**src/design/pid_cfg_pkg.sv**
```systemverilog
`default_nettype none

package pid_cfg_pkg;

	// channel layout
	localparam int N_CHAN = 4;	// adc channels, each drives the dac channel of the same number
	localparam int W_CHAN = 2;	// channel index

	// data path widths
	localparam int W_SAMPLE = 18;	// adc word
	localparam int W_COEF   = 16;	// setpoint and pid gains
	localparam int W_COMP   = 40;	// pid accumulator
	localparam int W_DAC    = 16;	// dac code
	localparam int W_MULT   = 10;	// output multiplier, unsigned
	localparam int W_SHIFT  = 5;	// output right shift
	localparam int W_ERR    = W_SAMPLE + 1;	// setpoint minus sample never overflows this
	localparam int W_INCR   = W_COMP + 2;	// pid increment and sum before saturation
	localparam int W_PROD   = W_COMP + W_MULT + 1;	// pid word times signed multiplier

	// oversample filter limits
	localparam int W_OSM   = 3;
	localparam int OSM_MAX = 7;	// up to 128 samples per average
	localparam int W_ACC   = W_SAMPLE + OSM_MAX;

	typedef logic signed [W_SAMPLE-1:0] sample_t;
	typedef logic signed [W_COEF-1:0]   coef_t;
	typedef logic signed [W_COMP-1:0]   comp_t;
	typedef logic        [W_DAC-1:0]    dac_code_t;
	typedef logic        [W_MULT-1:0]   mult_t;
	typedef logic        [W_SHIFT-1:0]  shift_t;

endpackage

`default_nettype wire

```
**src/design/output_preprocessor.sv**
```systemverilog
`timescale 1ns/1ps
`default_nettype none

module output_preprocessor (
	input  logic                           clk50,
	input  logic                           arst_n,
	input  logic                           pid_valid,
	input  logic [pid_cfg_pkg::W_CHAN-1:0] pid_chan,
	input  pid_cfg_pkg::comp_t             pid_data,
	input  logic [pid_cfg_pkg::N_CHAN-1:0] lock_en,	// one bit per channel
	input  pid_cfg_pkg::dac_code_t         out_min,
	input  pid_cfg_pkg::dac_code_t         out_max,
	input  pid_cfg_pkg::dac_code_t         out_init,
	input  pid_cfg_pkg::mult_t             multiplier,
	input  pid_cfg_pkg::shift_t            out_shift,
	output logic                           code_valid,
	output logic [pid_cfg_pkg::W_CHAN-1:0] code_chan,
	output pid_cfg_pkg::dac_code_t         code_data
);
	import pid_cfg_pkg::*;

	logic signed [W_MULT:0]   mult_s;	// multiplier as a positive signed value
	logic signed [W_PROD-1:0] prod;
	logic                     s1_valid;
	logic [W_CHAN-1:0]        s1_chan;
	logic signed [W_PROD-1:0] s1_scaled;
	logic signed [W_PROD:0]   sum;	// scaled value plus init
	dac_code_t                clamped;

	assign mult_s = $signed({1'b0, multiplier});
	assign prod   = pid_data * mult_s;

	//////////////////////////////
	// stage 1: scale
	always_ff @(posedge clk50 or negedge arst_n) begin
		if (!arst_n)
			s1_valid <= 1'b0;
		else
			s1_valid <= pid_valid;
	end

	always_ff @(posedge clk50) begin
		s1_chan   <= pid_chan;
		s1_scaled <= prod >>> out_shift;	// replaces a divider
	end

	//////////////////////////////
	// stage 2: offset, clamp, lock gate
	assign sum = s1_scaled + $signed({1'b0, out_init});

	always_comb begin
		if (sum < $signed({1'b0, out_min}))
			clamped = out_min;
		else if (sum > $signed({1'b0, out_max}))
			clamped = out_max;
		else
			clamped = sum[W_DAC-1:0];
	end

	always_ff @(posedge clk50 or negedge arst_n) begin
		if (!arst_n)
			code_valid <= 1'b0;
		else
			code_valid <= s1_valid;
	end

	always_ff @(posedge clk50) begin
		code_chan <= s1_chan;
		code_data <= lock_en[s1_chan] ? clamped : out_init;	// unlocked channels park at init
	end

	a_clamp_window: assert property (@(posedge clk50) disable iff (!arst_n)
		out_min <= out_max);

endmodule

`default_nettype wire

```
**config.mk**
```make
export PLATFORM = sky130hd
export DESIGN_NAME = output_preprocessor
export DESIGN_NICKNAME = d
export VERILOG_FILES = /design/src/design/pid_cfg_pkg.sv /design/src/design/output_preprocessor.sv
export SDC_FILE = /design/constraint.sdc
export NUM_CORES = 1
export LEC_CHECK = 0
export ABC_AREA = 1
export BUFFER_PORTS_ARGS = -buffer_cell sky130_fd_sc_hd__buf_2
export CORE_ASPECT_RATIO = 1.2
export CORE_MARGIN = 4
export CORE_UTILIZATION = 44
export DETAILED_ROUTE_END_ITERATION = 12
export HOLD_SLACK_MARGIN = 0.1
export PLACE_DENSITY_LB_ADDON = 0.08
export SYNTH_ARGS = -nofsm -noshare
export SYNTH_HDL_FRONTEND = slang
export SYNTH_SLANG_ARGS = --single-unit
export TNS_END_PERCENT = 20
```
**constraint.sdc**
```tcl
create_clock -name clk50 -period 4.41 [get_ports clk50]
set_input_delay 1.323 -clock clk50 [delete_from_list [all_inputs] [get_ports clk50]]
set_output_delay 1.323 -clock clk50 [all_outputs]
set_load 0.005 [all_outputs]
```
### Word-level counts from Yosys, hierarchy flattened

Cells that the tools add are included.

* output and inout bits: 19
* logic and storage cells: 17
* register bits after elaboration: 73
* bits of input ports: 112

* multiply operators: 1
* shift-type cells: 1
* mux-type cells: 5
* $lt $le $gt $ge: 3
* $add $sub $neg: 1

Operator list (count)
* $add 51x17->52: 1
* $gt 52x17->1: 1
* $lt 52x17->1: 1
* $mul 40x11->51: 1
* $sshr 51x5->51: 1
* $mux 16: 3
* $lt 2x3->1 const B: 1
* $bmux 1 s2: 1
* $mux 1: 1

### Longest topological paths before layout

Gate-level depths: netlist (run 1).

* depth in word-level cells: 5
* depth in mapped cells: 32
* gate-level depth less buffers: 31

### Worst setup path before layout (run 1)

No wires, ideal clock.

* kind: input-to-reg
* start: input pid_data[39]
* end: register s1_scaled[44]
* path buffers: 1
* library setup time: 0.062 ns
* cell stages on the path: 29
* data required time: 4.348 ns
* data arrival time: 6.384 ns
* slack: -2.036 ns
* path through: clkbuf_1 nand2_1 fa_1 inv_1 fa_1 inv_1 fa_1 inv_1 fa_1 inv_1 fa_1 inv_1 ha_1 inv_1 o21bai_1 inv_1 o21ai_0 nand2_1 nand2_1 a21oi_1 nand3_1 or2_2 nand2_1 nand2_1 nand3_1 nand2_1 o21ai_0 nand2_1 nand2_1

* word-level cells in the longest chain between the ends: 2

RTL lines
* start: declaration: RTL line output_preprocessor.sv:9 `input pid_cfg_pkg::comp_t pid_data,`
* $mul 40x11->51: RTL line output_preprocessor.sv:31 `assign prod = pid_data * mult_s;`
* net prod[50]: RTL line output_preprocessor.sv:23 `logic signed [W_PROD-1:0] prod;`
* $sshr 51x5->51: RTL line output_preprocessor.sv:44 `s1_scaled <= prod >>> out_shift;`
* end signal: assignment: RTL line output_preprocessor.sv:44
* end: declaration: RTL line output_preprocessor.sv:26 `logic signed [W_PROD-1:0] s1_scaled;`

The timed path passes the listed nets, and every way through them passes these cells.

### Worst setup path in the final report (run 1)

* start: input multiplier[6]
* end: register s1_scaled[17]

* word-level cells in the longest chain between the ends: 2

RTL lines
* start: declaration: RTL line output_preprocessor.sv:14 `input pid_cfg_pkg::mult_t multiplier,`
* $mul 40x11->51: RTL line output_preprocessor.sv:31
* $sshr 51x5->51: RTL line output_preprocessor.sv:44

No other way between the ends.

==> impl_metrics.py, run 1 <==
metrics = {
    "clock_tree": {
        "htreeDepth": 3,
        "cts.sinks": 73,
        "root_buffer": "clkbuf_16",
        "cts.path.max_buffers": 2,
        "hold_buffers": 0,
        "numCtsBuffers": 9,
        "clk_pin_slew_worst_paths_ns": 0.07,
        "cts_tree": "built",
        "clk_latency_ns": 0.36,
    },
    "die": {
        "die_y_um": 259,
        "die_w_um": 217,
        "ios": 131,
        "core_um2": 51700,
        "die_area_um2": 56200,
        "rows": 91,
        "initial_utilization": 0.447,
    },
    "yosys": {
        "synth_xor_area_frac": 0.0182,
        "yosys.area.top_type": "fa_1",
        "synth_simple_gate_area_frac": 0.334,
        "yosysWarnings": 0,
        "synth_fa_ha_area_frac": 0.378,
        "synth_top_family_by_area": "adder cells",
        "syn_nets": 4181,
        "synth_compound_area_frac": 0.0562,
        "synthFlopType": "dfxtp_1",
        "muxShareOfSynthArea": 0.00347,
        "synth_cell_type_count": 45,
        "avgSynthCellArea_um2": 6.46,
        "yosysSeqAreaShare": 0.0637,
        "synth_edf_count": 0,
        "syn_area_um2": 23100,
        "yosysTopAreaCellShare": 0.293,
        "synthTopCellsByArea": "fa_1 (29%), nand2_1 (18%), inv_1 (12%)",
        "async_reset_ff_frac": 0.0274,
        "synth_cells": 3575,
        "yosys_register_bits": 73,
    },
    "cells_and_area": {
        "syn_to_final_growth_pct": 37.6,
        "layout_commonest_cell": "nand2_1",
        "finalNetCount": 4657,
        "design_area_um2": 31800,
        "fillers": 4968,
        "multi_input_area_um2": 21300,
        "antenna_cells": 0,
        "layout_common_cells": "nand2_1 (959), inv_1 (694), buf_4 (427), fa_1 (283), nand3_1 (233)",
        "drive_above_1_share": 0.324,
        "regArea_um2": 1470,
    },
    "timing": {
        "period_needed_ns": 6.36,
        "setup_viol": 51,
        "tightest_slew_ns": 1.29,
        "maxSlewViolCount": 0,
        "whs_ns": 0.361,
        "slew_headroom": 0.138,
        "rsz0062_at_grt": "yes",
        "finalClockSkew_ns": 0.0145,
        "fin_crit_sh": 1.44,
        "finalWorstSetupSlack_ns": -1.95,
        "finalHoldViolCount": 0,
        "fmaxAchievable_ghz": 0.157,
    },
    "critical_path": {
        "r2r-end": "code_data[11]",
        "crit_path_max_fanout": 10,
        "ff2ff_setup_slack_ns": 0.85,
        "timing.rr.start": "s1_scaled[8]",
        "critPathLaunchType": "input pin",
        "criticalPathCategory": "in -> reg",
        "crit_arrival_ns": 6.66,
        "endpoint_kind": "flop",
        "reg2reg_depth": 22,
        "cp.required_ns": 4.70,
    },
    "route": {
        "vias_per_cell": 5.15,
        "wirelength_um": 82700,
        "antenna_left": 0,
        "firstDrtPassIters": 5,
        "avgRoutedWirePerCell_um": 17.4,
        "dr_total_vias": 24500,
        "drc": 0,
        "drt-initial-drc-count": 1317,
    },
    "global_route": {
        "grt_first_pass_wirelength_um": 132000,
        "grt_use_met1": 0.336,
        "grt_pass1_vias": 26100,
        "grt_max_degree": 53,
        "antenna_found_initial": 0,
        "use_met2": 0.555,
        "grt_usage": 0.292,
        "top_usage_layer": "met2",
        "use_met3": 0.0155,
        "grt_overflow": 0,
    },
    "min_path": {
        "min_path_cells": 0,
        "hold_path_startpoint": "s1_valid",
        "hold_end": "code_valid",
        "hold_class": "reg -> reg",
    },
    "placed_design": {
        "placed_area_um2": 28900,
        "gp_congestion": 0.926,
        "port_buffers": 130,
        "dp_slack_ns": -2.56,
        "dp_hpwl_um": 68900,
    },
    "job": {
        "cap_viol_max_count": 0,
    },
    "status": {
        "status": "finished with violations",
        "violations": "setup timing",
    },
}
## Yosys cell counts, types with 26 or more instances
master and instances:
nand2_1 1092, inv_1 752, nand3_1 413, fa_1 338, nor2_1 182, ha_1 156
a21oi_1 109, clkbuf_1 106, o21ai_0 85, dfxtp_1 71, nand4_1 44, xor2_1 32
buf_1 27, nor3_1 26
## final cells by class
class,count,area share
multi-input combinational,2602,0.671
timing repair buffer,603,0.155
inverter,762,0.0902
sequential,73,0.0463
tap,697,0.0274
clock buffer,9,0.00709
clock inverter,7,0.00276
## metrics by stage
| stage | util | setup TNS [ns] | std cells |
|---|---|---|---|
| 2_1_floorplan | - | -74.89 | 3575 |
| 3_3_place_gp | 0.558 | -136.09 | 4696 |
| 3_5_place_dp | 0.558 | -135.85 | 4696 |
| 4_1_cts | 0.603 | -93.29 | 4743 |
| 5_1_grt | 0.615 | -109.51 | 4753 |
| 6_report | 0.615 | -96.34 | 4753 |
## repair_timing
action                                  4_1_cts  5_1_grt
pin swaps                                   173      112
endpoints found under the setup margin       67       67
buffers inserted                             22        9
cloned                                       10        3
gates resized for setup                     408      134
## worst max-delay path by stage
stage / startpoint / end / slack, ns / cells past startpoint
floorplan: pid_data[11] / s1_scaled[11] / -1.50 / 25
global placement: multiplier[7] / s1_scaled[34] / -2.58 / 32
detailed placement: multiplier[7] / s1_scaled[19] / -2.56 / 25
CTS: multiplier[7] / s1_scaled[12] / -1.90 / 29
global route: multiplier[4] / s1_scaled[43] / -2.17 / 30
finish: multiplier[6] / s1_scaled[17] / -1.95 / 27
## sequential cells by signal, indices dropped and copies added (netlist names)
register	cells
code_chan	2
code_data	16
code_valid	1
s1_chan	2
s1_scaled	51
s1_valid	1
## kinds of logic after synthesis
logic type,count (synthesis)
mux,8
flops,73
buf+inv,900
simple gates,1814
compound gates,238
xor+xnor,48
fa+ha+maj,494
## routing by layer
metal	part of all wire	up-vias	wire length, µm
met1	0.39	11800	32600
met5	0	-	0
met2	0.52	601	43300
met4	0.053	0	4390
li1	-	11800	-
met3	0.030	207	2440
## critical path: stages
cell     delay [ns]
buf_12         0.13
buf_12         0.15
buf_12         0.14
nand2_1        0.05
inv_1          0.05
fa_1           0.50
inv_1          0.05
fa_1           0.43
inv_1          0.08
fa_2           0.45
fa_1           0.52
inv_1          0.05
fa_1           0.49
inv_2          0.04
ha_4           0.33
nand2_8        0.08
buf_4          0.14
buf_4          0.13
nor4_4         0.34
nand3_2        0.17
nand4_1        0.24
nand3_2        0.15
nand3_2        0.14
nand3_2        0.10
nand3_2        0.14
nand3_2        0.12
nand2_1        0.12
Power of run 1 is left out: the tool's default activity adds up to more than one toggle a clock period on the data nets, which glitch-free logic cannot reach.
==> inputs of run 2 (changes only) <==
--- a/config.mk
+++ b/config.mk
@@ -7,7 +7,6 @@
 export LEC_CHECK = 0
 export ABC_AREA = 1
 export BUFFER_PORTS_ARGS = -buffer_cell sky130_fd_sc_hd__buf_2
-export CORE_ASPECT_RATIO = 1.2
 export CORE_MARGIN = 4
 export CORE_UTILIZATION = 44
 export DETAILED_ROUTE_END_ITERATION = 12
==> impl_metrics.py, run 2 (synthesis results as in run 1) <==
metrics = {
    "clock_tree": {
        "root_buffer": "clkbuf_16",
        "clk_latency_ns": 0.36,
        "cts_tree": "built",
        "numCtsBuffers": 9,
        "htreeDepth": 3,
        "cts.sinks": 73,
        "cts.path.max_buffers": 2,
        "clk_pin_slew_worst_paths_ns": 0.06,
    },
    "global_route": {
        "grt_usage": 0.290,
        "grt_max_degree": 53,
        "grt_overflow": 0,
        "grt_first_pass_wirelength_um": 133000,
        "antenna_found_initial": 0,
        "grt_pass1_vias": 25000,
    },
    "timing": {
        "rsz0062_at_grt": "yes",
        "period_needed_ns": 6.41,
        "tightest_slew_ns": 1.25,
        "fin_crit_sh": 1.45,
        "setup_viol": 51,
        "finalClockSkew_ns": 0.0124,
        "finalHoldViolCount": 0,
        "slew_headroom": 0.165,
        "whs_ns": 0.351,
        "maxSlewViolCount": 0,
        "fmaxAchievable_ghz": 0.156,
        "finalWorstSetupSlack_ns": -2.00,
    },
    "placed_design": {
        "dp_slack_ns": -2.53,
        "dp_hpwl_um": 67900,
        "gp_congestion": 0.968,
        "placed_area_um2": 28600,
        "port_buffers": 130,
        "dp_cells": 4648,
    },
    "critical_path": {
        "critPathLaunchType": "input pin",
        "slowest_stage": "fa_1",
        "slowest_delay_ns": 0.55,
        "cp.required_ns": 4.71,
        "criticalPathCategory": "in -> reg",
        "endpoint_kind": "flop",
        "crit_path_max_fanout": 6,
        "crit_arrival_ns": 6.71,
    },
    "die": {
        "die_w_um": 237,
        "initial_utilization": 0.447,
        "die_area_um2": 56200,
        "core_um2": 51600,
        "die_y_um": 237,
        "rows": 83,
        "ios": 131,
    },
    "route": {
        "drc": 0,
        "dr_total_vias": 24200,
        "firstDrtPassIters": 5,
        "vias_per_cell": 5.17,
        "drt-initial-drc-count": 2032,
        "antenna_left": 0,
        "avgRoutedWirePerCell_um": 17.4,
        "wirelength_um": 81400,
    },
    "cells_and_area": {
        "multi_input_area_um2": 20900,
        "layout_common_cells": "nand2_1 (983), inv_1 (711), buf_4 (385), fa_1 (291), nand3_1 (259)",
        "regArea_um2": 1470,
        "largestRegisters": "s1_scaled x51, code_data x16",
        "design_area_um2": 31000,
        "fillers": 4938,
        "layout_commonest_cell": "nand2_1",
        "finalNetCount": 4609,
        "largest_reg_flops": 51,
        "fin_cells": 4688,
        "antenna_cells": 0,
        "syn_to_final_growth_pct": 34.1,
        "drive_above_1_share": 0.291,
        "regMostFlops": "s1_scaled",
    },
    "status": {
        "violations": "setup timing",
        "status": "finished with violations",
    },
    "min_path": {
        "hold_class": "reg -> reg",
    },
    "job": {
        "cap_viol_max_count": 0,
    },
}
run 2: per-layer routing:
| metal | share of wire | track usage | vias to the layer above |
|---|---|---|---|
| met4 | 0.014 | 0.0412 | 0 |
| met1 | 0.46 | 0.419 | 11700 |
| met5 | 0 | 0 | - |
| li1 | - | - | 11700 |
| met3 | 0.060 | 0.0300 | 67 |
| met2 | 0.46 | 0.485 | 706 |
run 2: critical path, delay by kind of cell:
kind	cells	cell delay [ns]
fa+ha+maj	6	2.79
simple gates	14	1.58
buf+inv	8	0.84
compound gates	1	0.18
run 2: path summary, 6_finish.rpt:
kind / slack [ns] / cells past startpoint / from / end
max reg2reg: 0.84 / 20 / s1_scaled[0] / code_data[0]
min: 0.35 / 0 / s1_valid / code_valid
min in group asynchronous: 0.74 / 1 / arst_n / code_valid
max: -2.00 / 29 / multiplier[6] / s1_scaled[42]
max in group asynchronous: 3.58 / 1 / arst_n / s1_valid
min reg2reg: 0.35 / 0 / s1_valid / code_valid
run 2: per-stage QoR:
stage | setup TNS [ns] | utilization
2_1_floorplan | -74.89 | -
3_3_place_gp | -128.38 | 0.555
3_5_place_dp | -129.78 | 0.555
4_1_cts | -94.02 | 0.588
5_1_grt | -110.96 | 0.600
6_report | -97.66 | 0.600
run 2: what timing repair did:
action,4_1_cts,5_1_grt
hold endpoints to repair,0,0
cloned,11,2
setup buffers,6,5
endpoints found under the setup margin,67,67
pin swaps,113,62
hold buffers,0,0
gates resized for setup,274,129
run 2: final cells by class:
class | count | share of cell area
inverters | 762 | 0.0925
clock buffers | 10 | 0.00739
repair buffers | 555 | 0.147
flip-flops and latches | 73 | 0.0475
well taps | 680 | 0.0275
multi-input cells | 2602 | 0.674
clock inverters | 6 | 0.00372
Power of run 2 is left out for the same reason.
