--- src/design/pid_cfg_pkg.sv ---
`default_nettype none

package pid_cfg_pkg;

	// channel layout
	localparam int N_CHAN = 4;	// adc channels, each drives the dac channel of the same number
	localparam int W_CHAN = 2;	// channel index

	// data path widths
	localparam int W_SAMPLE = 18;	// adc word
	localparam int W_COEF   = 16;	// setpoint and pid gains
	localparam int W_COMP   = 40;	// pid accumulator
	localparam int W_DAC    = 16;	// dac code
	localparam int W_MULT   = 10;	// output multiplier, unsigned
	localparam int W_SHIFT  = 5;	// output right shift
	localparam int W_ERR    = W_SAMPLE + 1;	// setpoint minus sample never overflows this
	localparam int W_INCR   = W_COMP + 2;	// pid increment and sum before saturation
	localparam int W_PROD   = W_COMP + W_MULT + 1;	// pid word times signed multiplier

	// oversample filter limits
	localparam int W_OSM   = 3;
	localparam int OSM_MAX = 7;	// up to 128 samples per average
	localparam int W_ACC   = W_SAMPLE + OSM_MAX;

	typedef logic signed [W_SAMPLE-1:0] sample_t;
	typedef logic signed [W_COEF-1:0]   coef_t;
	typedef logic signed [W_COMP-1:0]   comp_t;
	typedef logic        [W_DAC-1:0]    dac_code_t;
	typedef logic        [W_MULT-1:0]   mult_t;
	typedef logic        [W_SHIFT-1:0]  shift_t;

endpackage

`default_nettype wire

--- src/design/oversample_filter.sv ---
`timescale 1ns/1ps
`default_nettype none

module oversample_filter (
	input  logic                           clk50,
	input  logic                           arst_n,
	input  logic                           sample_valid,
	input  logic [pid_cfg_pkg::W_CHAN-1:0] sample_chan,
	input  pid_cfg_pkg::sample_t           sample_data,
	input  logic [pid_cfg_pkg::W_OSM-1:0]  osm,	// average over 2^osm samples
	output logic                           filt_valid,
	output logic [pid_cfg_pkg::W_CHAN-1:0] filt_chan,
	output pid_cfg_pkg::sample_t           filt_data
);
	import pid_cfg_pkg::*;

	logic signed [W_ACC-1:0] acc_mem [N_CHAN];	// running sum per channel
	logic [OSM_MAX-1:0]      cnt_mem [N_CHAN];	// samples taken so far
	logic signed [W_ACC-1:0] acc_sum;
	logic [OSM_MAX-1:0]      cnt_last;
	logic                    done;

	assign acc_sum  = acc_mem[sample_chan] + sample_data;	// sign extended add
	assign cnt_last = OSM_MAX'((1 << osm) - 1);
	assign done     = (cnt_mem[sample_chan] == cnt_last);	// this sample completes the set

	//////////////////////////////
	// accumulate
	always_ff @(posedge clk50 or negedge arst_n) begin
		if (!arst_n) begin
			for (int i = 0; i < N_CHAN; i++) begin
				acc_mem[i] <= '0;
				cnt_mem[i] <= '0;
			end
			filt_valid <= 1'b0;
		end else begin
			filt_valid <= sample_valid && done;
			if (sample_valid) begin
				if (done) begin
					acc_mem[sample_chan] <= '0;	// restart for the next set
					cnt_mem[sample_chan] <= '0;
				end else begin
					acc_mem[sample_chan] <= acc_sum;
					cnt_mem[sample_chan] <= cnt_mem[sample_chan] + 1'b1;
				end
			end
		end
	end

	// average, arithmetic shift keeps the sign
	always_ff @(posedge clk50) begin
		if (sample_valid && done) begin
			filt_chan <= sample_chan;
			filt_data <= sample_t'(acc_sum >>> osm);
		end
	end

	// set size is configuration, counters assume it holds outside reset
	a_osm_stable: assert property (@(posedge clk50) disable iff (!arst_n)
		$stable(osm));

endmodule

`default_nettype wire

--- config.mk ---
export PLATFORM = sky130hd
export DESIGN_NAME = oversample_filter
export DESIGN_NICKNAME = d
export VERILOG_FILES = /design/src/design/pid_cfg_pkg.sv /design/src/design/oversample_filter.sv
export SDC_FILE = /design/constraint.sdc
export NUM_CORES = 1
export LEC_CHECK = 0
export ABC_AREA = 1
export BUFFER_PORTS_ARGS = -buffer_cell sky130_fd_sc_hd__buf_2
export CAP_MARGIN = 25
export CORE_MARGIN = 4
export CORE_UTILIZATION = 50
export CTS_CLUSTER_SIZE = 20
export DETAILED_ROUTE_END_ITERATION = 8
export PLACE_DENSITY = 0.68
export SYNTH_ARGS = -nofsm -noshare
export SYNTH_HDL_FRONTEND = slang
export SYNTH_SLANG_ARGS = --single-unit
--- constraint.sdc ---
create_clock -name clk50 -period 8.2 [get_ports clk50]
set_input_delay 1.64 -clock clk50 [delete_from_list [all_inputs] [get_ports clk50]]
set_output_delay 1.64 -clock clk50 [all_outputs]
set_load 0.005 [all_outputs]
# == Word-level counts from Yosys, hierarchy flattened ==
# Cells that the tools add are included.
# word_totals
ff_bits,149
inputBits,26
# classes
add_sub_neg,3
order_cmp,2
n_eq_ne,1
shifts,2
n_mux,14
n_bitwise,5
reduce_logical,2
# ops
op,count
$and A100 B100 Y100,1
$bwmux W100,1
$mux W100,1
$not A100 Y100,1
$mux W25,3
$bmux W25 S2,1
$demux W25 S2,1
$and A28 B28 Y28,1
$bwmux W28,1
$mux W28,1
$not A28 Y28,1
$add A25 B18 Y25,1
$sshr A25 B3 Y18,1
$mux W7,3
$bmux W7 S2,1
$demux W7 S2,1
$add A7 B1 Y7 const B,1
$eq A7 B7 Y1,1
$shl A1 B3 Y7 const A,1
$sub A7 B2 Y7 const B,1
$ge A3 B3 Y1 const B,1
$lt A3 B1 Y1 const B,1
$not A2 Y3,1
$logic_and A1 B1 Y1,2

# == Depth between registers and ports, before layout ==
# Gate-level depths: netlist (run 1).
# logic_depth
depth_word,8
depth_mapped,22

# == Worst setup path after synthesis (run 1) ==
# No wires, ideal clock.
# synth_path
path_kind,input to register
start,input port osm[2] (netlist name)
end,"register filt_chan[0] (netlist name), enable pin"
arrival_ns,4.423
path_slack_ns,3.380
path_stages,15
cell_sequence,inv_1 clkbuf_1 clkbuf_1 nand3_1 ha_1 o21ai_1 nor2_1 xnor2_1 inv_1 nand2_1 nand2_1 nor2_2 nand2_4 buf_6 nor2_1
# synth_via
elab_chain_len,4
# synth_lines
element,line_no,source
from (decl),oversample_filter.sv:10,"input logic [pid_cfg_pkg::W_OSM-1:0] osm,"
$shl A1 B3 Y7,oversample_filter.sv:24,assign cnt_last = OSM_MAX'((1 << osm) - 1);
$sub A7 B2 Y7,oversample_filter.sv:24,
$eq A7 B7 Y1,oversample_filter.sv:25,assign done = (cnt_mem[sample_chan] == cnt_last);
$logic_and A1 B1 Y1,oversample_filter.sv:52,if (sample_valid && done) begin
to (signal assigned),oversample_filter.sv:53,filt_chan <= sample_chan;
to (decl),oversample_filter.sv:12,"output logic [pid_cfg_pkg::W_CHAN-1:0] filt_chan,"
# Every way passes these cells.
# A chain may end at the register's enable or synchronous reset.

# == Worst setup path after layout (run 1) ==
# layout_path
start,input port osm[0] (netlist name)
end,"register filt_data[5], enable pin"
# layout_via
elab_chain_len,4
# layout_lines
element,line_no,source
$shl A1 B3 Y7,oversample_filter.sv:24,
$sub A7 B2 Y7,oversample_filter.sv:24,
$eq A7 B7 Y1,oversample_filter.sv:25,
$logic_and A1 B1 Y1,oversample_filter.sv:52,
to (signal assigned),oversample_filter.sv:54,filt_data <= sample_t'(acc_sum >>> osm);
to (decl),oversample_filter.sv:13,output pid_cfg_pkg::sample_t filt_data
# Every way passes these cells.

==> out/results.ini, run 1 <==
[clock_network]
clockBufferDepth = 2
ctsRootBufferMaster = clkbuf_16
htree_levels = 4
hold_buffers = 0
post_cts_resized = 0
clk_latency_ps = 430
cts_tree = built
cts_buffers = 17
post-cts-setup-buffers = 0
clkTransAtPathRegs_ps = 60
clock_sinks = 149

[status]
outcome = completed

[synthesis]
synthDistinctLibCells = 44
avgSynthCellArea_um2 = 7.59
synth-main-ff-cell = dfrtp_1
synth_warnings = 0
synth_area_mm2 = 0.00970
syn_inst = 1278
syn_nets = 1331
ys_ff_latch = 149
ys_seq_area_share_pct = 39.5
postSynth.asyncResetShare_pct = 86.6
synth_edf_count = 20

[cells_and_area]
layout-drive-gt1-share_pct = 13.7
diodes = 0
fin_util_pct = 56.9
seqCellArea_mm2 = 0.00383
fin_area_mm2 = 0.0107
nNetsFinal = 1358
n_fill_cell = 1778
syn2layout_area_growth_pct = 10.9
multi_input_area_mm2 = 0.00499

[floorplan]
die_y_um = 147
core-area_mm2 = 0.0189
std_cell_rows = 50
die_area_mm2 = 0.0217
start_util_pct = 51.3
num_io_pins = 47
die_w_um = 147

[detailed_routing]
drt_iter0_drc = 733
wl_met3_um = 1670
drt-met1-wl_um = 12300
wl_met2_um = 11900
route.detailed.drc = 0
top_layer = met5
postRouteAntennaNets = 0
wire_per_inst_um = 16.7
viasPerCell = 5.37
num_vias = 8463
wl_um = 26400
first_pass_iters = 6

[setup_path]
startpoint = osm[0]
critical_path.cell_chain = buf_2, inv_1, nand2_1, nor2_1, inv_1, ha_1, o21ai_1, nor2_1, xnor2_1, inv_1, nand2_1, nand2_1, nor2_2, nand2_4, nor2_2, buf_8
slowest_stage = inv_1
critPathKind = in -> reg
worst_path_largest_cell_delay_ps = 640
end_kind = register
worstPathArrival_ps = 5020
required_ps = 8330
reg2reg_to = filt_data[10]$_DFFE_PP_
r2r_cells = 17
ff2ff_setup_slack_ps = 5200
r2r-start = acc_mem[26]$_DFFE_PN0P_
path_max_fanout = 36
start_kind = primary input

[sta]
setup_viol = 0
max_slew.worst_pin.slew_ps = 850
setup_tns_ps = 0
relSlewSlack_pct = 43.3
maxSlewViolCount = 0
min_period_ps = 4890
clock_skew_ps = 9.31
min_period_over_period_pct = 59.7
rsz0062_at_grt = no
fmax_ghz = 0.204
hold_viol_final = 0

[global_route]
track_usage_pct = 25.0
grt_pass1_wl_um = 43000
grt_overflow = 0
grt_pass1_vias = 8128
grt_antenna_before_repair = 1
grt_max_degree = 51

[hold_path]
hold_path.class = reg -> reg
hold_depth = 2
hold-path-endpoint = cnt_mem[4]$_DFFE_PN0P_
min_from = cnt_mem[4]$_DFFE_PN0P_

[placed_design]
port_buffers = 46
place_area_mm2 = 0.0101
dp_hpwl_um = 18500
place.gp.congestion = 0.978

[power]
irDropWorstVdd_mv = 0.159
cellPowerDensity_mw_per_mm2 = 331
p_leak_nw = 5.50

[job]
maxCapViolations = 0

layer usage:
layer / global-route usage, % / up-vias
met5: 0 / -
met2: 38.5 / 273
met1: 36.0 / 3974
met3: 4.57 / 28
li1: - / 4186
met4: 8.11 / 2
how the worst max path moves through the flow:
stage                                         to  cells past startpoint
final                     filt_data[5]$_DFFE_PP_                     16
after global routing      filt_data[5]$_DFFE_PP_                     16
after CTS                 filt_data[5]$_DFFE_PP_                     15
after detailed placement  filt_data[2]$_DFFE_PP_                     15
after global placement    filt_data[2]$_DFFE_PP_                     15
after floorplan           filt_chan[0]$_DFFE_PP_                     15
critical path, delay by kind of cell:
family                   cells  cell delay (ps)
buffers and inverters        5             1280
AND/OR/NAND/NOR              8             1560
adder cells (fa/ha/maj)      1              210
AO/OA/AOI/OAI                1              130
XOR/XNOR                     1              180
sequential cells by signal (all words and copies together) (netlist names):
name / flops
acc_mem: 100
cnt_mem: 28
filt_data: 18
filt_chan: 2
filt_valid: 1
metrics by stage:
step | setup slack (ps) | power, mW | std cells | hold slack (ps)
after floorplan | 3380 | 2.36 | 1278 | 450
after global placement | 2520 | 2.71 | 1544 | 462
after detailed placement | 2430 | 2.73 | 1545 | 471
after CTS | 2870 | 3.56 | 1576 | 485
after global routing | 3000 | 3.84 | 1577 | 504
final | 3310 | 3.56 | 1577 | 487
layout by cell type, fill, tap and decap left out, types with 19 or more instances in the layout:
cell,instances
ha_1,26
clkbuf_16,19
a22oi_1,23
inv_1,172
or2_2,38
o221ai_1,24
nand2_1,347
nand3_1,110
edfxtp_1,20
buf_2,45
nand2_4,25
a21boi_1,72
nor2_1,75
dfrtp_1,129
a21oi_1,47
logic make-up after synthesis:
family	count (synthesis)	share of synthesized area, %
buf+inv	227	9.30
fa+ha+maj	27	3.56
mux	3	0.310
flops	149	39.5
xor+xnor	16	1.45
compound gates	203	14.6
simple gates	653	31.3
final cells by class:
type	count	area share (%)
timing repair buffer	56	3.00
clock inverter	11	1.14
multi-input combinational	902	46.4
clock buffer	20	4.55
sequential	149	35.6
inverter	179	6.25
tap	260	3.03
cells in the mapped netlist (all sizes together), types with 2 or more instances:
cell,instances,area [um2]
nor3,3,25.0
or2,39,244
clkinv,2,7.51
a21oi,49,253
nand3,112,571
xnor2,6,52.6
nor2,87,349
xor2,10,87.6
dfrtp,129,3230
inv,177,664
o21ai,13,65.1
nand3b,7,52.6
a22oi,23,173
and2,12,75.1
clkbuf,35,131
mux2i,3,30.0
o221ai,24,210
ha,26,325
nand4,15,93.8
buf,13,98.9
edfxtp,20,601
a21boi,90,687
nand2,377,1620
where the power goes:
part | switching [mW] | total (mW) | internal, mW | leakage [nW]
Combinational | 1.02 | 1.63 | 0.610 | 3.61
Clock | 0.316 | 0.806 | 0.490 | 0.302
Sequential | 0.104 | 1.13 | 1.02 | 1.58
Power figures use the tool's default switching activity.
==> run 2: changes to the inputs <==
==> constraint.sdc (replaced) <==
create_clock -name clk50 -period 4.6 [get_ports clk50]
set_input_delay 0.92 -clock clk50 [delete_from_list [all_inputs] [get_ports clk50]]
set_output_delay 0.92 -clock clk50 [all_outputs]
set_load 0.005 [all_outputs]
==> out/results.ini, run 2 (synthesized netlist as in run 1, its figures left out) <==
[sta]
max_slew.worst_pin.slew_ps = 856  ; +6.14 ps
finalWorstSetupSlack_ps = 872  ; -2440 ps
setup_viol = 0  ; unchanged
clock_skew_ps = 12.9  ; +3.59 ps
maxSlewViolCount = 0  ; unchanged
rsz0062_at_grt = no
hold_viol_final = 0  ; unchanged
min_period_over_period_pct = 81.0
fmax_ghz = 0.268
relSlewSlack_pct = 42.8  ; -0.55 points
setup_tns_ps = 0  ; unchanged
min_period_ps = 3730

[cells_and_area]
layout-drive-gt1-share_pct = 15.0  ; +1.2 points
nNetsFinal = 1376  ; +1.3%
fin_util_pct = 57.4  ; +0.51 points
largest_reg_flops = 100  ; unchanged
diodes = 0  ; unchanged
fin_area_mm2 = 0.0108  ; +0.90%
reg_top3 = acc_mem (100), cnt_mem (28), filt_data (18)
regMostFlops = acc_mem
syn2layout_area_growth_pct = 11.8
mostFrequentLayoutCell = nand2_1
final_cell_mix = nand2_1, inv_1, dfrtp_1

[placed_design]
place.gp.congestion = 0.980  ; +0.17%
dp_hpwl_um = 19400  ; +4.6%
place_worst_setup_slack_ps = 497  ; -1940 ps
port_buffers = 46  ; unchanged
place_area_mm2 = 0.0103  ; +1.3%

[setup_path]
ff2ff_setup_slack_ps = 1590  ; -3610 ps
start_kind = primary input
crit_top_cell = nand3_1
critical_path.cell_chain = buf_2, inv_1, nand2_2, inv_1, buf_4, a22oi_1, o221ai_1, ha_1, nand2_1, nor2_1, nand3_1, nand3_1, xor2_1, nand2_1, nand3_1, nand3_1, o21ai_0
slowest_stage = xor2_1
worst_path_largest_cell_delay_ps = 400  ; -240 ps
critPathKind = in -> reg
worstPathArrival_ps = 4000  ; -1020 ps
path_max_fanout = 17  ; -53%
end_kind = register
required_ps = 4870  ; -3460 ps

[detailed_routing]
wl_met2_um = 12400  ; +4.0%
wl_met3_um = 1750  ; +4.5%
num_vias = 8605  ; +1.7%
first_pass_iters = 5  ; -1
route.detailed.drc = 0  ; unchanged
wl_um = 27200  ; +3.2%
viasPerCell = 5.39  ; +0.47%
top_layer = met4
wire_per_inst_um = 17.0  ; +1.9%
drt-met1-wl_um = 12600  ; +2.4%
drt_iter0_drc = 854  ; +17%
postRouteAntennaNets = 0  ; unchanged

[status]
outcome = completed

[global_route]
grt_overflow = 0  ; unchanged
track_usage_pct = 25.4  ; +0.36 points
grt_antenna_before_repair = 0  ; -1
grt_pass1_wl_um = 43800  ; +2.0%
grt_pass1_vias = 8165  ; +0.46%
grt_max_degree = 49  ; -3.9%

[floorplan]
core-area_mm2 = 0.0189  ; unchanged
start_util_pct = 51.3  ; unchanged
std_cell_rows = 50  ; unchanged
die_w_um = 147  ; unchanged
num_io_pins = 47  ; unchanged
die_area_mm2 = 0.0217  ; unchanged
die_y_um = 147  ; unchanged

[hold_path]
hold_path.class = reg -> reg

[clock_network]
cts_buffers = 17  ; unchanged
clk_latency_ps = 430  ; about the same
clockBufferDepth = 2  ; unchanged
post-cts-setup-buffers = 0  ; unchanged
ctsRootBufferMaster = clkbuf_16
htree_levels = 4  ; unchanged
post_cts_resized = 0  ; unchanged
cts_tree = built
clkTransAtPathRegs_ps = 70  ; about the same
hold_buffers = 0  ; unchanged
clock_sinks = 149  ; unchanged

[power]
cellPowerDensity_mw_per_mm2 = 584  ; +76%
irDropWorstVdd_mv = 0.289  ; +82%
p_leak_nw = 5.56  ; +1.1%

[job]
maxCapViolations = 0  ; unchanged

[run 2: changes by cell type in the layout (fill, tap and decap cells not counted), sizes merged]
| cell | change |
|---|---|
| clkinv | -6 |
| buf | +18 |
| inv | +8 |
| clkinvlp | +2 |
| bufinv | -1 |
| clkbuf | -2 |
[run 2: path summary, 6_finish.rpt]
| check | start | cells past startpoint | endpoint |
|---|---|---|---|
| worst min-delay path | cnt_mem[4]$_DFFE_PN0P_ | 2 | cnt_mem[4]$_DFFE_PN0P_ |
| min in group asynchronous | arst_n | 1 | acc_mem[3]$_DFFE_PN0P_ |
| worst max register to register | acc_mem[26]$_DFFE_PN0P_ | 17 | filt_data[6]$_DFFE_PP_ |
| worst min register to register | cnt_mem[4]$_DFFE_PN0P_ | 2 | cnt_mem[4]$_DFFE_PN0P_ |
| worst max-delay path | sample_chan[1] | 17 | filt_data[3]$_DFFE_PP_ |
| max in group asynchronous | arst_n | 2 | cnt_mem[3]$_DFFE_PN0P_ |
[run 2: cell type report]
| type | count | area (um2) |
|---|---|---|
| clock buffers | 18 | 450 |
| well taps | 260 | 325 |
| repair buffers | 74 | 443 |
| flip-flops and latches | 149 | 3830 |
| fillers | 1775 | 8050 |
| clock inverters | 14 | 138 |
| multi-input cells | 902 | 4990 |
| inverters | 179 | 672 |
[run 2: where the power goes]
group	internal [mW]	switching [mW]
logic	1.12	1.80
clock network	0.792	0.616
registers	1.82	0.188
total	3.73	2.61
[run 2: worst max-delay path: cells and delay by family]
kind | cells | cell delay [ps]
xor gates and xnor gates | 1 | 400
adders and majority gates | 1 | 390
buffers and inverters | 4 | 690
and+or+nand+nor | 8 | 1140
AOI/OAI and AO/OA | 3 | 430
[run 2: metal layers]
metal,track usage [%],vias to the layer above
met5,0,-
li1,-,4225
met4,6.48,0
met2,39.7,316
met1,37.1,4026
met3,3.89,38
[run 2: per-stage QoR]
| stage | cells | power [mW] | hold WS (ps) |
|---|---|---|---|
| 6_report | 1596 | 6.34 | 493 |
| 5_1_grt | 1596 | 6.82 | 514 |
| 4_1_cts | 1596 | 6.32 | 488 |
| 3_5_place_dp | 1564 | 4.90 | 470 |
| 3_3_place_gp | 1564 | 4.86 | 467 |
| 2_1_floorplan | 1278 | 4.20 | 450 |
